[src/include/dvs_params.svh]
`ifndef DVS_PARAMS_SVH
`define DVS_PARAMS_SVH

// Pixels per side of the sensor array
`define ARRAY_DIM 8

// Children per side of one arbiter group, 2x2
`define GROUP_DIM 2

// Tree depth, leaf to root
`define LEVELS 3

// Row or column address, one bit per level
`define ADDR_W 3

// Free-running timestamp
`define TS_W 16

// Polarity request bits per pixel, bit 0 ON, bit 1 OFF
`define POL_W 2

`endif

[src/hw/arb_pkg.sv]
`default_nettype none

`include "dvs_params.svh"

package arb_pkg;

    // Flat index inside a 2x2 group, row * 2 + col
    typedef logic [$clog2(`GROUP_DIM * `GROUP_DIM)-1:0] child_idx_t;

    // Round-robin pointer, first child of the last lock session
    typedef child_idx_t rr_ptr_t;

    // State of one group arbiter
    typedef struct packed {
        logic       locked;  // Group owns a child until drained
        child_idx_t chosen;  // Child currently served
    } group_state_t;

    // Row or column of a pixel, root bit on top
    typedef logic [`ADDR_W-1:0] coord_t;

endpackage

`default_nettype wire

[src/hw/aer_pkg.sv]
`default_nettype none

`include "dvs_params.svh"

package aer_pkg;

    // Event polarity carried in the packet
    typedef enum logic {
        OFF = 1'b0,  // Brightness decrease
        ON  = 1'b1   // Brightness increase
    } polarity_e;

    // Address-event word, timestamp in the top bits
    typedef struct packed {
        logic [`TS_W-1:0]   timestamp;  // Counter value in the grant cycle
        logic [`ADDR_W-1:0] x;          // Pixel row
        logic [`ADDR_W-1:0] y;          // Pixel column
        polarity_e          polarity;
    } aer_event_t;

endpackage

`default_nettype wire

[src/hw/arb_if.sv]
`timescale 1ns/1ps
`default_nettype none

// Link between two adjacent arbiter levels
// N is the side of the child grid
interface arb_if #(
    parameter int N = 2
);
    logic [N-1:0][N-1:0] req;   // From the child grid
    logic [N-1:0][N-1:0] gnt;   // Back down to the child grid
    logic                grp_release; // Some child group just unlocked
    logic                active;      // Some child group holds a lock

    // Upper level side
    modport parent (
        input  req,
        input  grp_release,
        input  active,
        output gnt
    );

    // Lower level side
    modport child (
        output req,
        output grp_release,
        output active,
        input  gnt
    );

endinterface

`default_nettype wire

[src/hw/group_arbiter.sv]
`timescale 1ns/1ps
`default_nettype none

`include "dvs_params.svh"

module group_arbiter
    import arb_pkg::*;
(
    input  wire logic                                  clk_i,
    input  wire logic                                  reset_i,
    input  wire logic [`GROUP_DIM*`GROUP_DIM-1:0]      req_i,
    input  wire logic                                  parent_gnt_i,
    output logic      [`GROUP_DIM*`GROUP_DIM-1:0]      gnt_o,
    output child_idx_t                                 chosen_o,
    output logic                                       locked_o,
    output logic                                       grp_release_o
);

    localparam int KIDS = `GROUP_DIM * `GROUP_DIM;

    group_state_t state_q;
    rr_ptr_t      rr_ptr_q;  // Where the last session started
    logic         any_req;
    child_idx_t   pick_idle; // Next session start
    child_idx_t   pick_busy; // Next child inside a session

    // First requesting child after base, wrapping; base itself last
    function automatic child_idx_t next_child(
        input logic [KIDS-1:0] req,
        input child_idx_t      base
    );
        child_idx_t idx;
        child_idx_t pick;
        pick = base;
        for (int k = KIDS - 1; k >= 1; k--)
        begin
            idx = base + child_idx_t'(k);  // Wraps inside the group
            if (req[idx])
                pick = idx;                // Smaller offset wins
        end
        return pick;
    endfunction

    assign any_req   = |req_i;
    assign pick_idle = next_child(req_i, rr_ptr_q);
    assign pick_busy = next_child(req_i, state_q.chosen);

    // Lock as soon as a child requests, so a whole path settles on one edge
    always_ff @(posedge clk_i or posedge reset_i)
    begin
        if (reset_i)
        begin
            state_q       <= '0;
            rr_ptr_q      <= '0;
            grp_release_o <= 1'b0;
        end
        else
        begin
            grp_release_o <= 1'b0;  // Single-cycle pulse
            if (!state_q.locked)
            begin
                if (any_req)
                begin
                    state_q.locked <= 1'b1;
                    state_q.chosen <= pick_idle;
                    rr_ptr_q       <= pick_idle;  // Next session starts after this one
                end
            end
            else if (!req_i[state_q.chosen])
            begin
                // Served child finished
                if (any_req)
                    state_q.chosen <= pick_busy;
                else
                begin
                    state_q       <= '0;    // Drained, unlock
                    grp_release_o <= 1'b1;
                end
            end
        end
    end

    // One-hot grant, only along a granted path and while the child requests
    assign gnt_o = req_i
                 & ({{(KIDS-1){1'b0}}, 1'b1} << state_q.chosen)
                 & {KIDS{state_q.locked & parent_gnt_i}};

    assign chosen_o = state_q.chosen;
    assign locked_o = state_q.locked;

endmodule

`default_nettype wire

[src/hw/arbiter_level.sv]
`timescale 1ns/1ps
`default_nettype none

`include "dvs_params.svh"

module arbiter_level
    import arb_pkg::*;
#(
    parameter int N = 8  // Child grid side
)
(
    input  wire logic clk_i,
    input  wire logic reset_i,
    arb_if.child      down,     // Toward the parent level
    arb_if.parent     up,       // Toward the child grid
    output logic      x_bits_o, // Row bit of the granted group
    output logic      y_bits_o  // Column bit of the granted group
);

    localparam int G    = N / `GROUP_DIM;           // Groups per side
    localparam int KIDS = `GROUP_DIM * `GROUP_DIM;

    logic       [G-1:0][G-1:0] locked_grp;
    logic       [G-1:0][G-1:0] release_grp;
    child_idx_t [G-1:0][G-1:0] chosen_grp;
    logic                      child_busy;

    // Served child group still draining below, no release seen yet
    assign child_busy = up.active & ~up.grp_release;

    for (genvar gi = 0; gi < G; gi++)
    begin : g_row
        for (genvar gj = 0; gj < G; gj++)
        begin : g_col
            logic [KIDS-1:0] raw_req;  // Block requests as seen
            logic [KIDS-1:0] hold;     // Keeps the served child until it releases
            logic [KIDS-1:0] eff_req;
            logic [KIDS-1:0] blk_gnt;

            for (genvar r = 0; r < `GROUP_DIM; r++)
            begin : g_r
                for (genvar c = 0; c < `GROUP_DIM; c++)
                begin : g_c
                    assign raw_req[r*`GROUP_DIM+c] = up.req[gi*`GROUP_DIM+r][gj*`GROUP_DIM+c];
                    assign up.gnt[gi*`GROUP_DIM+r][gj*`GROUP_DIM+c] = blk_gnt[r*`GROUP_DIM+c];
                end
            end

            assign hold    = ({{(KIDS-1){1'b0}}, 1'b1} << chosen_grp[gi][gj])
                           & {KIDS{locked_grp[gi][gj] & child_busy}};
            assign eff_req = raw_req | hold;

            group_arbiter u_group (
                .clk_i         (clk_i),
                .reset_i       (reset_i),
                .req_i         (eff_req),
                .parent_gnt_i  (down.gnt[gi][gj]),
                .gnt_o         (blk_gnt),
                .chosen_o      (chosen_grp[gi][gj]),
                .locked_o      (locked_grp[gi][gj]),
                .grp_release_o (release_grp[gi][gj])
            );

            assign down.req[gi][gj] = |raw_req;  // Block request upward
        end
    end

    assign down.active      = |locked_grp;
    assign down.grp_release = |release_grp;

    // Address bit from whichever group the parent grants
    always_comb
    begin
        x_bits_o = 1'b0;
        y_bits_o = 1'b0;
        for (int i = 0; i < G; i++)
        begin
            for (int j = 0; j < G; j++)
            begin
                x_bits_o = x_bits_o | (down.gnt[i][j] & chosen_grp[i][j][1]);  // Row half
                y_bits_o = y_bits_o | (down.gnt[i][j] & chosen_grp[i][j][0]);  // Col half
            end
        end
    end

endmodule

`default_nettype wire

[src/hw/aer_encoder.sv]
`timescale 1ns/1ps
`default_nettype none

`include "dvs_params.svh"

module aer_encoder
    import arb_pkg::*;
    import aer_pkg::*;
(
    input  wire logic                                  clk_i,
    input  wire logic                                  reset_i,
    input  wire logic [`ARRAY_DIM-1:0][`ARRAY_DIM-1:0] gnt_i,
    input  wire coord_t                                x_i,
    input  wire coord_t                                y_i,
    input  wire logic [`POL_W-1:0]                     pol_req_i,
    output logic                                       event_valid_o,
    output aer_event_t                                 data_out_o
);

    logic [`TS_W-1:0]                  ts_q;   // Wall clock
    logic [`ARRAY_DIM-1:0][`ARRAY_DIM-1:0] gnt_q;  // Last cycle's grant grid
    logic                              new_gnt;
    polarity_e                         pol;
    aer_event_t                        pkt;

    // New grant: grid changed to a nonzero value on a polarized pixel
    assign new_gnt = (gnt_i != gnt_q) && (|gnt_i) && (|pol_req_i);

    // ON wins when both bits are set
    assign pol = pol_req_i[0] ? ON : OFF;

    always_comb
    begin
        pkt.timestamp = ts_q;  // Value in the grant cycle
        pkt.x         = x_i;
        pkt.y         = y_i;
        pkt.polarity  = pol;
    end

    always_ff @(posedge clk_i or posedge reset_i)
    begin
        if (reset_i)
        begin
            ts_q          <= '0;
            gnt_q         <= '0;
            event_valid_o <= 1'b0;
        end
        else
        begin
            ts_q          <= ts_q + 1'b1;  // Free-running, wraps
            gnt_q         <= gnt_i;
            event_valid_o <= new_gnt;      // One cycle per grant
        end
    end

    // Event word held until the next grant
    always_ff @(posedge clk_i)
    begin
        if (new_gnt)
            data_out_o <= pkt;
    end

endmodule

`default_nettype wire

[src/hw/pixel_hierarchy.sv]
`timescale 1ns/1ps
`default_nettype none

`include "dvs_params.svh"

module pixel_hierarchy
    import arb_pkg::*;
    import aer_pkg::*;
(
    input  wire logic                                               clk_i,
    input  wire logic                                               reset_i,
    input  wire logic [`ARRAY_DIM-1:0][`ARRAY_DIM-1:0][`POL_W-1:0] set_i,
    output logic      [`ARRAY_DIM-1:0][`ARRAY_DIM-1:0]             gnt_o,
    output logic                                                    grp_release_o,
    output logic                                                    event_valid_o,
    output logic      [$bits(aer_event_t)-1:0]                     data_out_o
);

    localparam int L1_DIM = `ARRAY_DIM / `GROUP_DIM;  // Leaf groups per side
    localparam int L2_DIM = L1_DIM / `GROUP_DIM;      // Mid groups per side

    logic [`LEVELS-1:0] x_bits;  // Index 0 from the leaves
    logic [`LEVELS-1:0] y_bits;
    coord_t             x_addr;
    coord_t             y_addr;
    logic [`POL_W-1:0]  pol_req;
    aer_event_t         event_word;

    arb_if #(.N(`ARRAY_DIM)) pix_if ();   // Pixels to leaf level
    arb_if #(.N(L1_DIM))     l0_if ();    // Leaf groups to level 1
    arb_if #(.N(L2_DIM))     l1_if ();    // Mid groups to root
    arb_if #(.N(1))          root_if ();  // Root request and enable

    // A pixel requests on either polarity
    for (genvar r = 0; r < `ARRAY_DIM; r++)
    begin : g_pix_row
        for (genvar c = 0; c < `ARRAY_DIM; c++)
        begin : g_pix_col
            assign pix_if.req[r][c] = |set_i[r][c];
        end
    end

    // Pixels hold no lock of their own
    assign pix_if.active      = 1'b0;
    assign pix_if.grp_release = 1'b0;

    assign root_if.gnt = root_if.req;  // Root enabled by its own request

    arbiter_level #(.N(`ARRAY_DIM)) level_0 (
        .clk_i    (clk_i),
        .reset_i  (reset_i),
        .down     (l0_if.child),
        .up       (pix_if.parent),
        .x_bits_o (x_bits[0]),
        .y_bits_o (y_bits[0])
    );

    arbiter_level #(.N(L1_DIM)) level_1 (
        .clk_i    (clk_i),
        .reset_i  (reset_i),
        .down     (l1_if.child),
        .up       (l0_if.parent),
        .x_bits_o (x_bits[1]),
        .y_bits_o (y_bits[1])
    );

    arbiter_level #(.N(L2_DIM)) level_2 (
        .clk_i    (clk_i),
        .reset_i  (reset_i),
        .down     (root_if.child),
        .up       (l1_if.parent),
        .x_bits_o (x_bits[2]),
        .y_bits_o (y_bits[2])
    );

    assign x_addr  = x_bits;                  // Root bit is the MSB
    assign y_addr  = y_bits;
    assign pol_req = set_i[x_addr][y_addr];   // Granted pixel's polarity

    aer_encoder u_encoder (
        .clk_i         (clk_i),
        .reset_i       (reset_i),
        .gnt_i         (pix_if.gnt),
        .x_i           (x_addr),
        .y_i           (y_addr),
        .pol_req_i     (pol_req),
        .event_valid_o (event_valid_o),
        .data_out_o    (event_word)
    );

    assign gnt_o         = pix_if.gnt;
    assign grp_release_o = root_if.grp_release;  // Whole array drained
    assign data_out_o    = event_word;

endmodule

`default_nettype wire

[config.mk]
export PLATFORM = sky130hd
export DESIGN_NAME = pixel_hierarchy
export DESIGN_NICKNAME = d
export VERILOG_FILES = /design/src/hw/arb_pkg.sv /design/src/hw/aer_pkg.sv /design/src/hw/arb_if.sv /design/src/hw/group_arbiter.sv /design/src/hw/arbiter_level.sv /design/src/hw/aer_encoder.sv /design/src/hw/pixel_hierarchy.sv
export VERILOG_INCLUDE_DIRS = /design/src /design/src/include
export SDC_FILE = /design/constraint.sdc
export NUM_CORES = 1
export LEC_CHECK = 0
export ABC_CLOCK_PERIOD_IN_PS = 6900
export BUFFER_PORTS_ARGS = -buffer_cell sky130_fd_sc_hd__buf_4
export CAP_MARGIN = 20
export CORE_MARGIN = 2
export CORE_UTILIZATION = 25
export DETAILED_ROUTE_END_ITERATION = 7
export GPL_ROUTABILITY_DRIVEN = 0
export SYNTH_ARGS = -nofsm -noshare
export SYNTH_HDL_FRONTEND = slang
export SYNTH_SLANG_ARGS = --single-unit
export TNS_END_PERCENT = 100
[constraint.sdc]
create_clock -name clk_i -period 6.9 [get_ports clk_i]
set_input_delay 0.345 -clock clk_i [delete_from_list [all_inputs] [get_ports clk_i]]
set_output_delay 0.345 -clock clk_i [all_outputs]
set_load 0.01 [all_outputs]
==> flow_summary.ini, run 1 <==
[placed_design]
placed_area_um2 = 20100
place_ws_ns = 1.06
portBuffers = 218
dp_hpwl_um = 53200

[grt]
grt_pass1_wl_um = 98200
antenna_found_initial = 2
grt_pass1_vias = 15700
gr-total-overflow = 0
grt_use_total_pct = 17.9
grt_start_max_net_pins = 114

[worst_setup_path]
startpoint_type = flop
crit_family = simple AND/OR/NAND/NOR gates
arrival_ns = 5.95
worst_path_most_repeated_cell = nor4_1
slowest_stage = nor3b_1
worst-path-buf-inv = 1
cp.required_ns = 7.18
max_stage_delay_ns = 0.84
cp_cell_sequence = nor4_1 > and4_1 > and3_1 > o21a_1 > nand4_1 > nor3b_1 > xor2_1 > nor4_1 > nand3_1 > nor4_2 > a221oi_4 > buf_4
critPathKind = flop to flop
end_kind = flop
path_max_fanout = 24

[pwr]
power_frac_seq_pct = 34.5
swShare_pct = 39.3
power_frac_clock_pct = 27.0
powerDensity_nw_per_um2 = 281
leakagePower_nw = 9.02
max-vdd-ir-drop_mv = 0.187
finalPower_w = 0.00595
comb_power_share_pct = 38.5
p_sw_w = 0.00233
intPower_w = 0.00361

[sta]
tns_ns = 0
clock_skew_ns = 0.0126
tightest_slew_ns = 1.10
hold_viol = 0
relSlewSlack_pct = 26.7
period_share_pct = 82.1
fin_crit_ns = 5.67
grt_setup_unrepaired = false
slew_viol_final = 0
timing.fmax_mhz = 176
finalWorstSetupSlack_ns = 1.23
finalSetupViolCount = 0

[synthesis]
async_flop_share_pct = 90.0
synth_area_per_cell_um2 = 8.54
syn_inst = 2036
synth_enable_flop_cells = 23
synth.net_count = 2251
ys_ff_latch = 230
synth.distinct_cells = 85
synth_area_um2 = 17400
yosys_warnings = 0
synthFlopType = dfrtp_1
synth-seq-area-share_pct = 33.8

[floorplan]
fp.coreArea_um2 = 68700
ios = 219
floorplan.die_area_um2 = 71700
die_x_um = 268
die_h_um = 268
rows = 96
start_util_pct = 25.3

[finish]
postLayoutCoreUtil_pct = 30.8
layout-area-overhead-vs-synth_pct = 21.6
final_nets = 2460
antenna_cells = 0
fin_area_um2 = 21100
final_layout_size_suffix_gt1_share_pct = 17.1

[detailed_routing]
dr.pass1.iters = 8
wl_per_cell_um = 20.8
ant_nets = 0
via_per_inst = 5.36
drcViolationCount = 0
drt_iter0_drc = 1822
wirelength_um = 66500
dr_total_vias = 17100

[clocking]
worstSkewPairLatency_ns = 0.56
cts_sinks = 230
ctsRootBufferMaster = clkbuf_16
htree_levels = 1
cts_tree = yes
cts.path.max_buffers = 3
cts_made_buffers = 28
ctsResizeCount = 0
clk_pin_slew_worst_paths_ns = 0.06

[min_path]
hold_class = primary input to flop

[outcome]
outcome = completed

[flow_run]
drv_cap = 0
[layout by cell type, fill, tap and decap left out, drive strengths merged, types with 48 or more instances in the layout]
cell type and count:
a21oi 123, buf 247, dfrtp 207, ha 85, inv 70, mux2i 82
nand2 206, nand3 61, nor2 229, nor3 56, nor4 56, o21ai 143
xnor2 52, xor2 48
[layer usage]
| metal | up-vias | wire length [um] | track usage (%) | share of wire (%) |
|---|---|---|---|---|
| met1 | 8191 | 28000 | 23.9 | 42 |
| met3 | 115 | 6620 | 4.53 | 9.9 |
| met4 | 2 | 3430 | 8.44 | 5.2 |
| li1 | 8006 | - | - | - |
| met5 | - | 11 | 0 | 0.017 |
| met2 | 815 | 28500 | 27.0 | 43 |
[power by group through the flow]
stage               logic [W]  registers [W]  clock network, W
finish                0.00229        0.00205           0.00161
global route          0.00255        0.00209           0.00169
CTS                   0.00226        0.00204           0.00164
detailed placement    0.00225        0.00207                 0
global placement      0.00223        0.00207                 0
floorplan             0.00174        0.00185                 0
[cells in the mapped netlist (all sizes together) (6+ instances only)]
cell / instances / area (um2)
a221oi: 7 / 67.6
a311oi: 8 / 70.1
o21ai: 143 / 723
dfrtp: 207 / 5180
mux2i: 82 / 821
or2: 37 / 231
inv: 69 / 259
nor2: 229 / 860
nor2b: 9 / 56.3
o21a: 11 / 82.6
nand3: 61 / 315
xnor2: 52 / 455
a31oi: 45 / 282
o22ai: 32 / 200
a32o: 10 / 100
o2111ai: 11 / 114
mux2: 22 / 248
o211ai: 26 / 195
and3: 23 / 164
nor3b: 31 / 233
ha: 85 / 1060
o311ai: 8 / 70.1
clkbuf: 58 / 218
xor2: 48 / 420
nor4: 56 / 378
a21oi: 123 / 619
o211a: 13 / 130
nor3: 56 / 292
o221ai: 9 / 78.8
and2: 8 / 50.1
nand2: 206 / 773
or4: 17 / 135
nand2b: 25 / 156
a211oi: 26 / 200
mux4: 15 / 338
or3: 6 / 37.5
o31ai: 18 / 135
edfxtp: 23 / 691
buf: 11 / 62.6
a21o: 20 / 150
a211o: 6 / 52.6
nand4: 30 / 203
[through the flow]
stage | cells | hold WS, ns
2_1_floorplan | 2036 | 0.441
3_3_place_gp | 3144 | 0.480
3_5_place_dp | 3144 | 0.481
4_1_cts | 3196 | 0.238
5_1_grt | 3197 | 0.268
6_report | 3197 | 0.264
[flip-flops by register name, indices dropped and copies added, names as in the netlist]
signal / count
level_2.g_row.g_col.u_group.rr_ptr_q: 2
level_2.g_row.g_col.u_group.locked_o: 1
level_1.g_row.g_col.u_group.grp_release_o: 4
level_0.g_row.g_col.u_group.grp_release_o: 16
level_0.g_row.g_col.u_group.locked_o: 16
level_1.g_row.g_col.u_group.locked_o: 4
u_encoder.data_out_o: 23
u_encoder.gnt_q: 64
level_0.g_row.g_col.u_group.chosen_o: 32
level_2.g_row.g_col.u_group.grp_release_o: 1
u_encoder.event_valid_o: 1
level_2.g_row.g_col.u_group.chosen_o: 2
level_1.g_row.g_col.u_group.rr_ptr_q: 8
level_1.g_row.g_col.u_group.chosen_o: 8
u_encoder.ts_q: 16
level_0.g_row.g_col.u_group.rr_ptr_q: 32
[layout make-up]
class                   count  area [um2]
clock buffers              42         846
well taps                 931        1160
clock inverters             9         151
flip-flops and latches    230        5870
fillers                  7281       47600
multi-input cells        1667       11000
repair buffers            248        1860
inverters                  70         270
[tightest hold or removal path, stage by stage]
cell     delay, ns
buf_4         0.10
nor2_1        0.06
a21oi_1       0.17
a21o_1        0.10
[path summary, 6_finish.rpt]
check	start	end	slack (ns)	cells after the start
setup reg to reg	level_0.g_row[1].g_col[0].u_group.grp_release_o	u_encoder.data_out_o[10]	1.23	12
hold / removal	set_i[51]	level_0.g_row[1].g_col[0].u_group.rr_ptr_q[1]	0.26	4
min in group asynchronous	reset_i	u_encoder.event_valid_o	0.47	3
hold reg to reg	u_encoder.ts_q[15]	u_encoder.ts_q[15]	0.48	1
setup / recovery	level_0.g_row[1].g_col[0].u_group.grp_release_o	u_encoder.data_out_o[10]	1.23	12
max in group asynchronous	reset_i	level_2.g_row[0].g_col[0].u_group.grp_release_o	4.88	4
[kinds of logic after synthesis]
family                     share of synthesized area (%)
AOI/OAI and AO/OA                                   20.8
xor gates and xnor gates                            5.04
adders and majority gates                           6.12
buffers and inverters                               3.12
DFF                                                 33.8
muxes                                               8.09
and+or+nand+nor                                     23.0
[repair_timing]
action | 4_1_cts | 5_1_grt
endpoints found under the hold margin | 25 | 0
hold buffers | 1 | 0
setup buffers | 0 | 0
Note: power is estimated with default switching activity, not from simulation.
==> run 2: changes to the inputs <==
--- a/config.mk
+++ b/config.mk
@@ -6,7 +6,7 @@
 export SDC_FILE = /design/constraint.sdc
 export NUM_CORES = 1
 export LEC_CHECK = 0
-export ABC_CLOCK_PERIOD_IN_PS = 6900
+export ABC_CLOCK_PERIOD_IN_PS = 4900
 export BUFFER_PORTS_ARGS = -buffer_cell sky130_fd_sc_hd__buf_4
 export CAP_MARGIN = 20
 export CORE_MARGIN = 2
==> constraint.sdc (replaced) <==
create_clock -name clk_i -period 4.9 [get_ports clk_i]
set_input_delay 0.245 -clock clk_i [delete_from_list [all_inputs] [get_ports clk_i]]
set_output_delay 0.245 -clock clk_i [all_outputs]
set_load 0.01 [all_outputs]
==> run 2 against run 1 <==
Against the previous run:
- highest routed layer is now met4
- first-iteration DRC count is 3.3% higher
- clock power is 55% higher
- final cell count rose by 3.8%
- via count up 2.1%
- combinational power increased by 49%
- largest cell class unchanged
- setup slack got worse by 1.1 ns
- cell area up 5.2%
- clock skew is 0.030 ns higher
==> flow_summary.ini, run 2 (synthesis results as in run 1) <==
[clocking]
cts_tree = yes
cts_made_buffers = 30
cts_sinks = 230
worstSkewPairLatency_ns = 0.61
ctsRootBufferMaster = clkbuf_16
htree_levels = 1
clk_pin_slew_worst_paths_ns = 0.06
cts.path.max_buffers = 3

[floorplan]
floorplan.die_area_um2 = 71700
rows = 96
ios = 219
die_x_um = 268
die_h_um = 268
start_util_pct = 25.3
fp.coreArea_um2 = 68700

[detailed_routing]
dr.pass1.iters = 6
via_per_inst = 5.27
wirelength_um = 68200
ant_nets = 0
wl_per_cell_um = 20.5
drcViolationCount = 0
dr_total_vias = 17500
drt_iter0_drc = 1882

[finish]
final_common_cell = buf_4
postLayoutCoreUtil_pct = 32.4
max_flop_register = u_encoder.gnt_q
antenna_cells = 0
final_cell_mix = buf_4 (359), nor2_1 (229), dfrtp_1 (207)
final_layout_size_suffix_gt1_share_pct = 21.9
fillCellCount = 7226
layout-area-overhead-vs-synth_pct = 28.0
final_nets = 2578
final-seq-area_um2 = 5870
multi_input_area_um2 = 11000
fin_area_um2 = 22200
largest_reg_flops = 64

[worst_setup_path]
startpoint_type = flop
worst-path-buf-inv = 4
cp.required_ns = 5.26
max_stage_delay_ns = 0.69
critPathKind = flop to flop
arrival_ns = 5.08
end_kind = flop
slowest_stage = or4_1
path_max_fanout = 24
cp_cell_sequence = nor4_1 > nand4_1 > buf_4 > and3_1 > buf_4 > o2111ai_1 > nor2_1 > nor4_2 > nand4_1 > or4_1 > nor3_1 > buf_4 > a221oi_4 > buf_12
crit_family = simple AND/OR/NAND/NOR gates
worst_path_most_repeated_cell = buf_4

[flow_run]
drv_cap = 0

[sta]
tightest_slew_ns = 0.944
finalSetupViolCount = 0
timing.fmax_mhz = 212
grt_setup_unrepaired = false
period_share_pct = 96.4
relSlewSlack_pct = 36.7
fin_crit_ns = 4.72
hold_viol = 0
clock_skew_ns = 0.0426
slew_viol_final = 0

[pwr]
max-vdd-ir-drop_mv = 0.276
finalPower_w = 0.00879
powerDensity_nw_per_um2 = 395
leakagePower_nw = 9.65

[placed_design]
placed_area_um2 = 21000
portBuffers = 218
dp_hpwl_um = 55000

[min_path]
hold_class = primary input to flop

[outcome]
outcome = completed

[grt]
grt_start_max_net_pins = 120
grt_pass1_wl_um = 101000
gr-total-overflow = 0
grt_pass1_vias = 16400
antenna_found_initial = 0
grt_use_total_pct = 18.6
[run 2: repair_timing]
item | CTS | global route
resized for setup | 0 | 10
hold endpoints to repair | 163 | 0
hold buffers | 1 | 0
setup buffers | 0 | 2
endpoints found under the setup margin | 0 | 24
[run 2: final cells by class]
type                       instances  area share [%]
clock buffer                      36            3.61
timing repair buffer             364            12.5
tap                              931            5.24
sequential                       230            26.4
inverter                          70            1.20
clock inverter                    20            1.45
multi-input combinational       1667            49.6
[run 2: worst paths after layout]
path | to | slack [ns] | cells past startpoint | startpoint
worst min register to register | u_encoder.ts_q[15] | 0.48 | 1 | u_encoder.ts_q[15]
worst max register to register | u_encoder.data_out_o[10] | 0.18 | 14 | level_0.g_row[1].g_col[3].u_group.locked_o
min in group asynchronous | u_encoder.ts_q[8] | 0.31 | 4 | reset_i
worst min-delay path | level_0.g_row[2].g_col[1].u_group.locked_o | 0.13 | 3 | set_i[70]
max in group asynchronous | u_encoder.gnt_q[1] | 3.33 | 5 | reset_i
worst max-delay path | u_encoder.data_out_o[10] | 0.18 | 14 | level_0.g_row[1].g_col[3].u_group.locked_o
[run 2: power breakdown]
part           internal [W]  total [W]  leakage, nW  switching (W)
clock network       0.00155    0.00250        0.540       0.000954
logic               0.00155    0.00341         6.31        0.00185
registers           0.00228    0.00288         2.80       0.000601
total               0.00538    0.00879         9.65        0.00341
[run 2: routing by layer]
metal | global-route usage [%] | share of wire, % | vias to the layer above
met2 | 28.1 | 43 | 787
met4 | 8.11 | 4.7 | 0
met5 | 0 | 0 | -
met3 | 4.10 | 9.4 | 128
li1 | - | - | 8244
met1 | 25.3 | 43 | 8324
[run 2: worst min-delay path: stages]
cell and delay [ns]:
buf_4 0.11, nor4_1 0.07, nand2_1 0.23
[run 2: stage by stage]
stage	hold slack, ns	TNS (ns)	std cells	setup slack (ns)
detailed placement	0.467	-9.05	3259	-0.387
finish	0.128	0	3318	0.178
global placement	0.463	-10.59	3259	-0.451
global route	0.123	0	3318	0.0262
floorplan	0.441	0	2036	0.0176
CTS	0.0798	0	3316	0.123
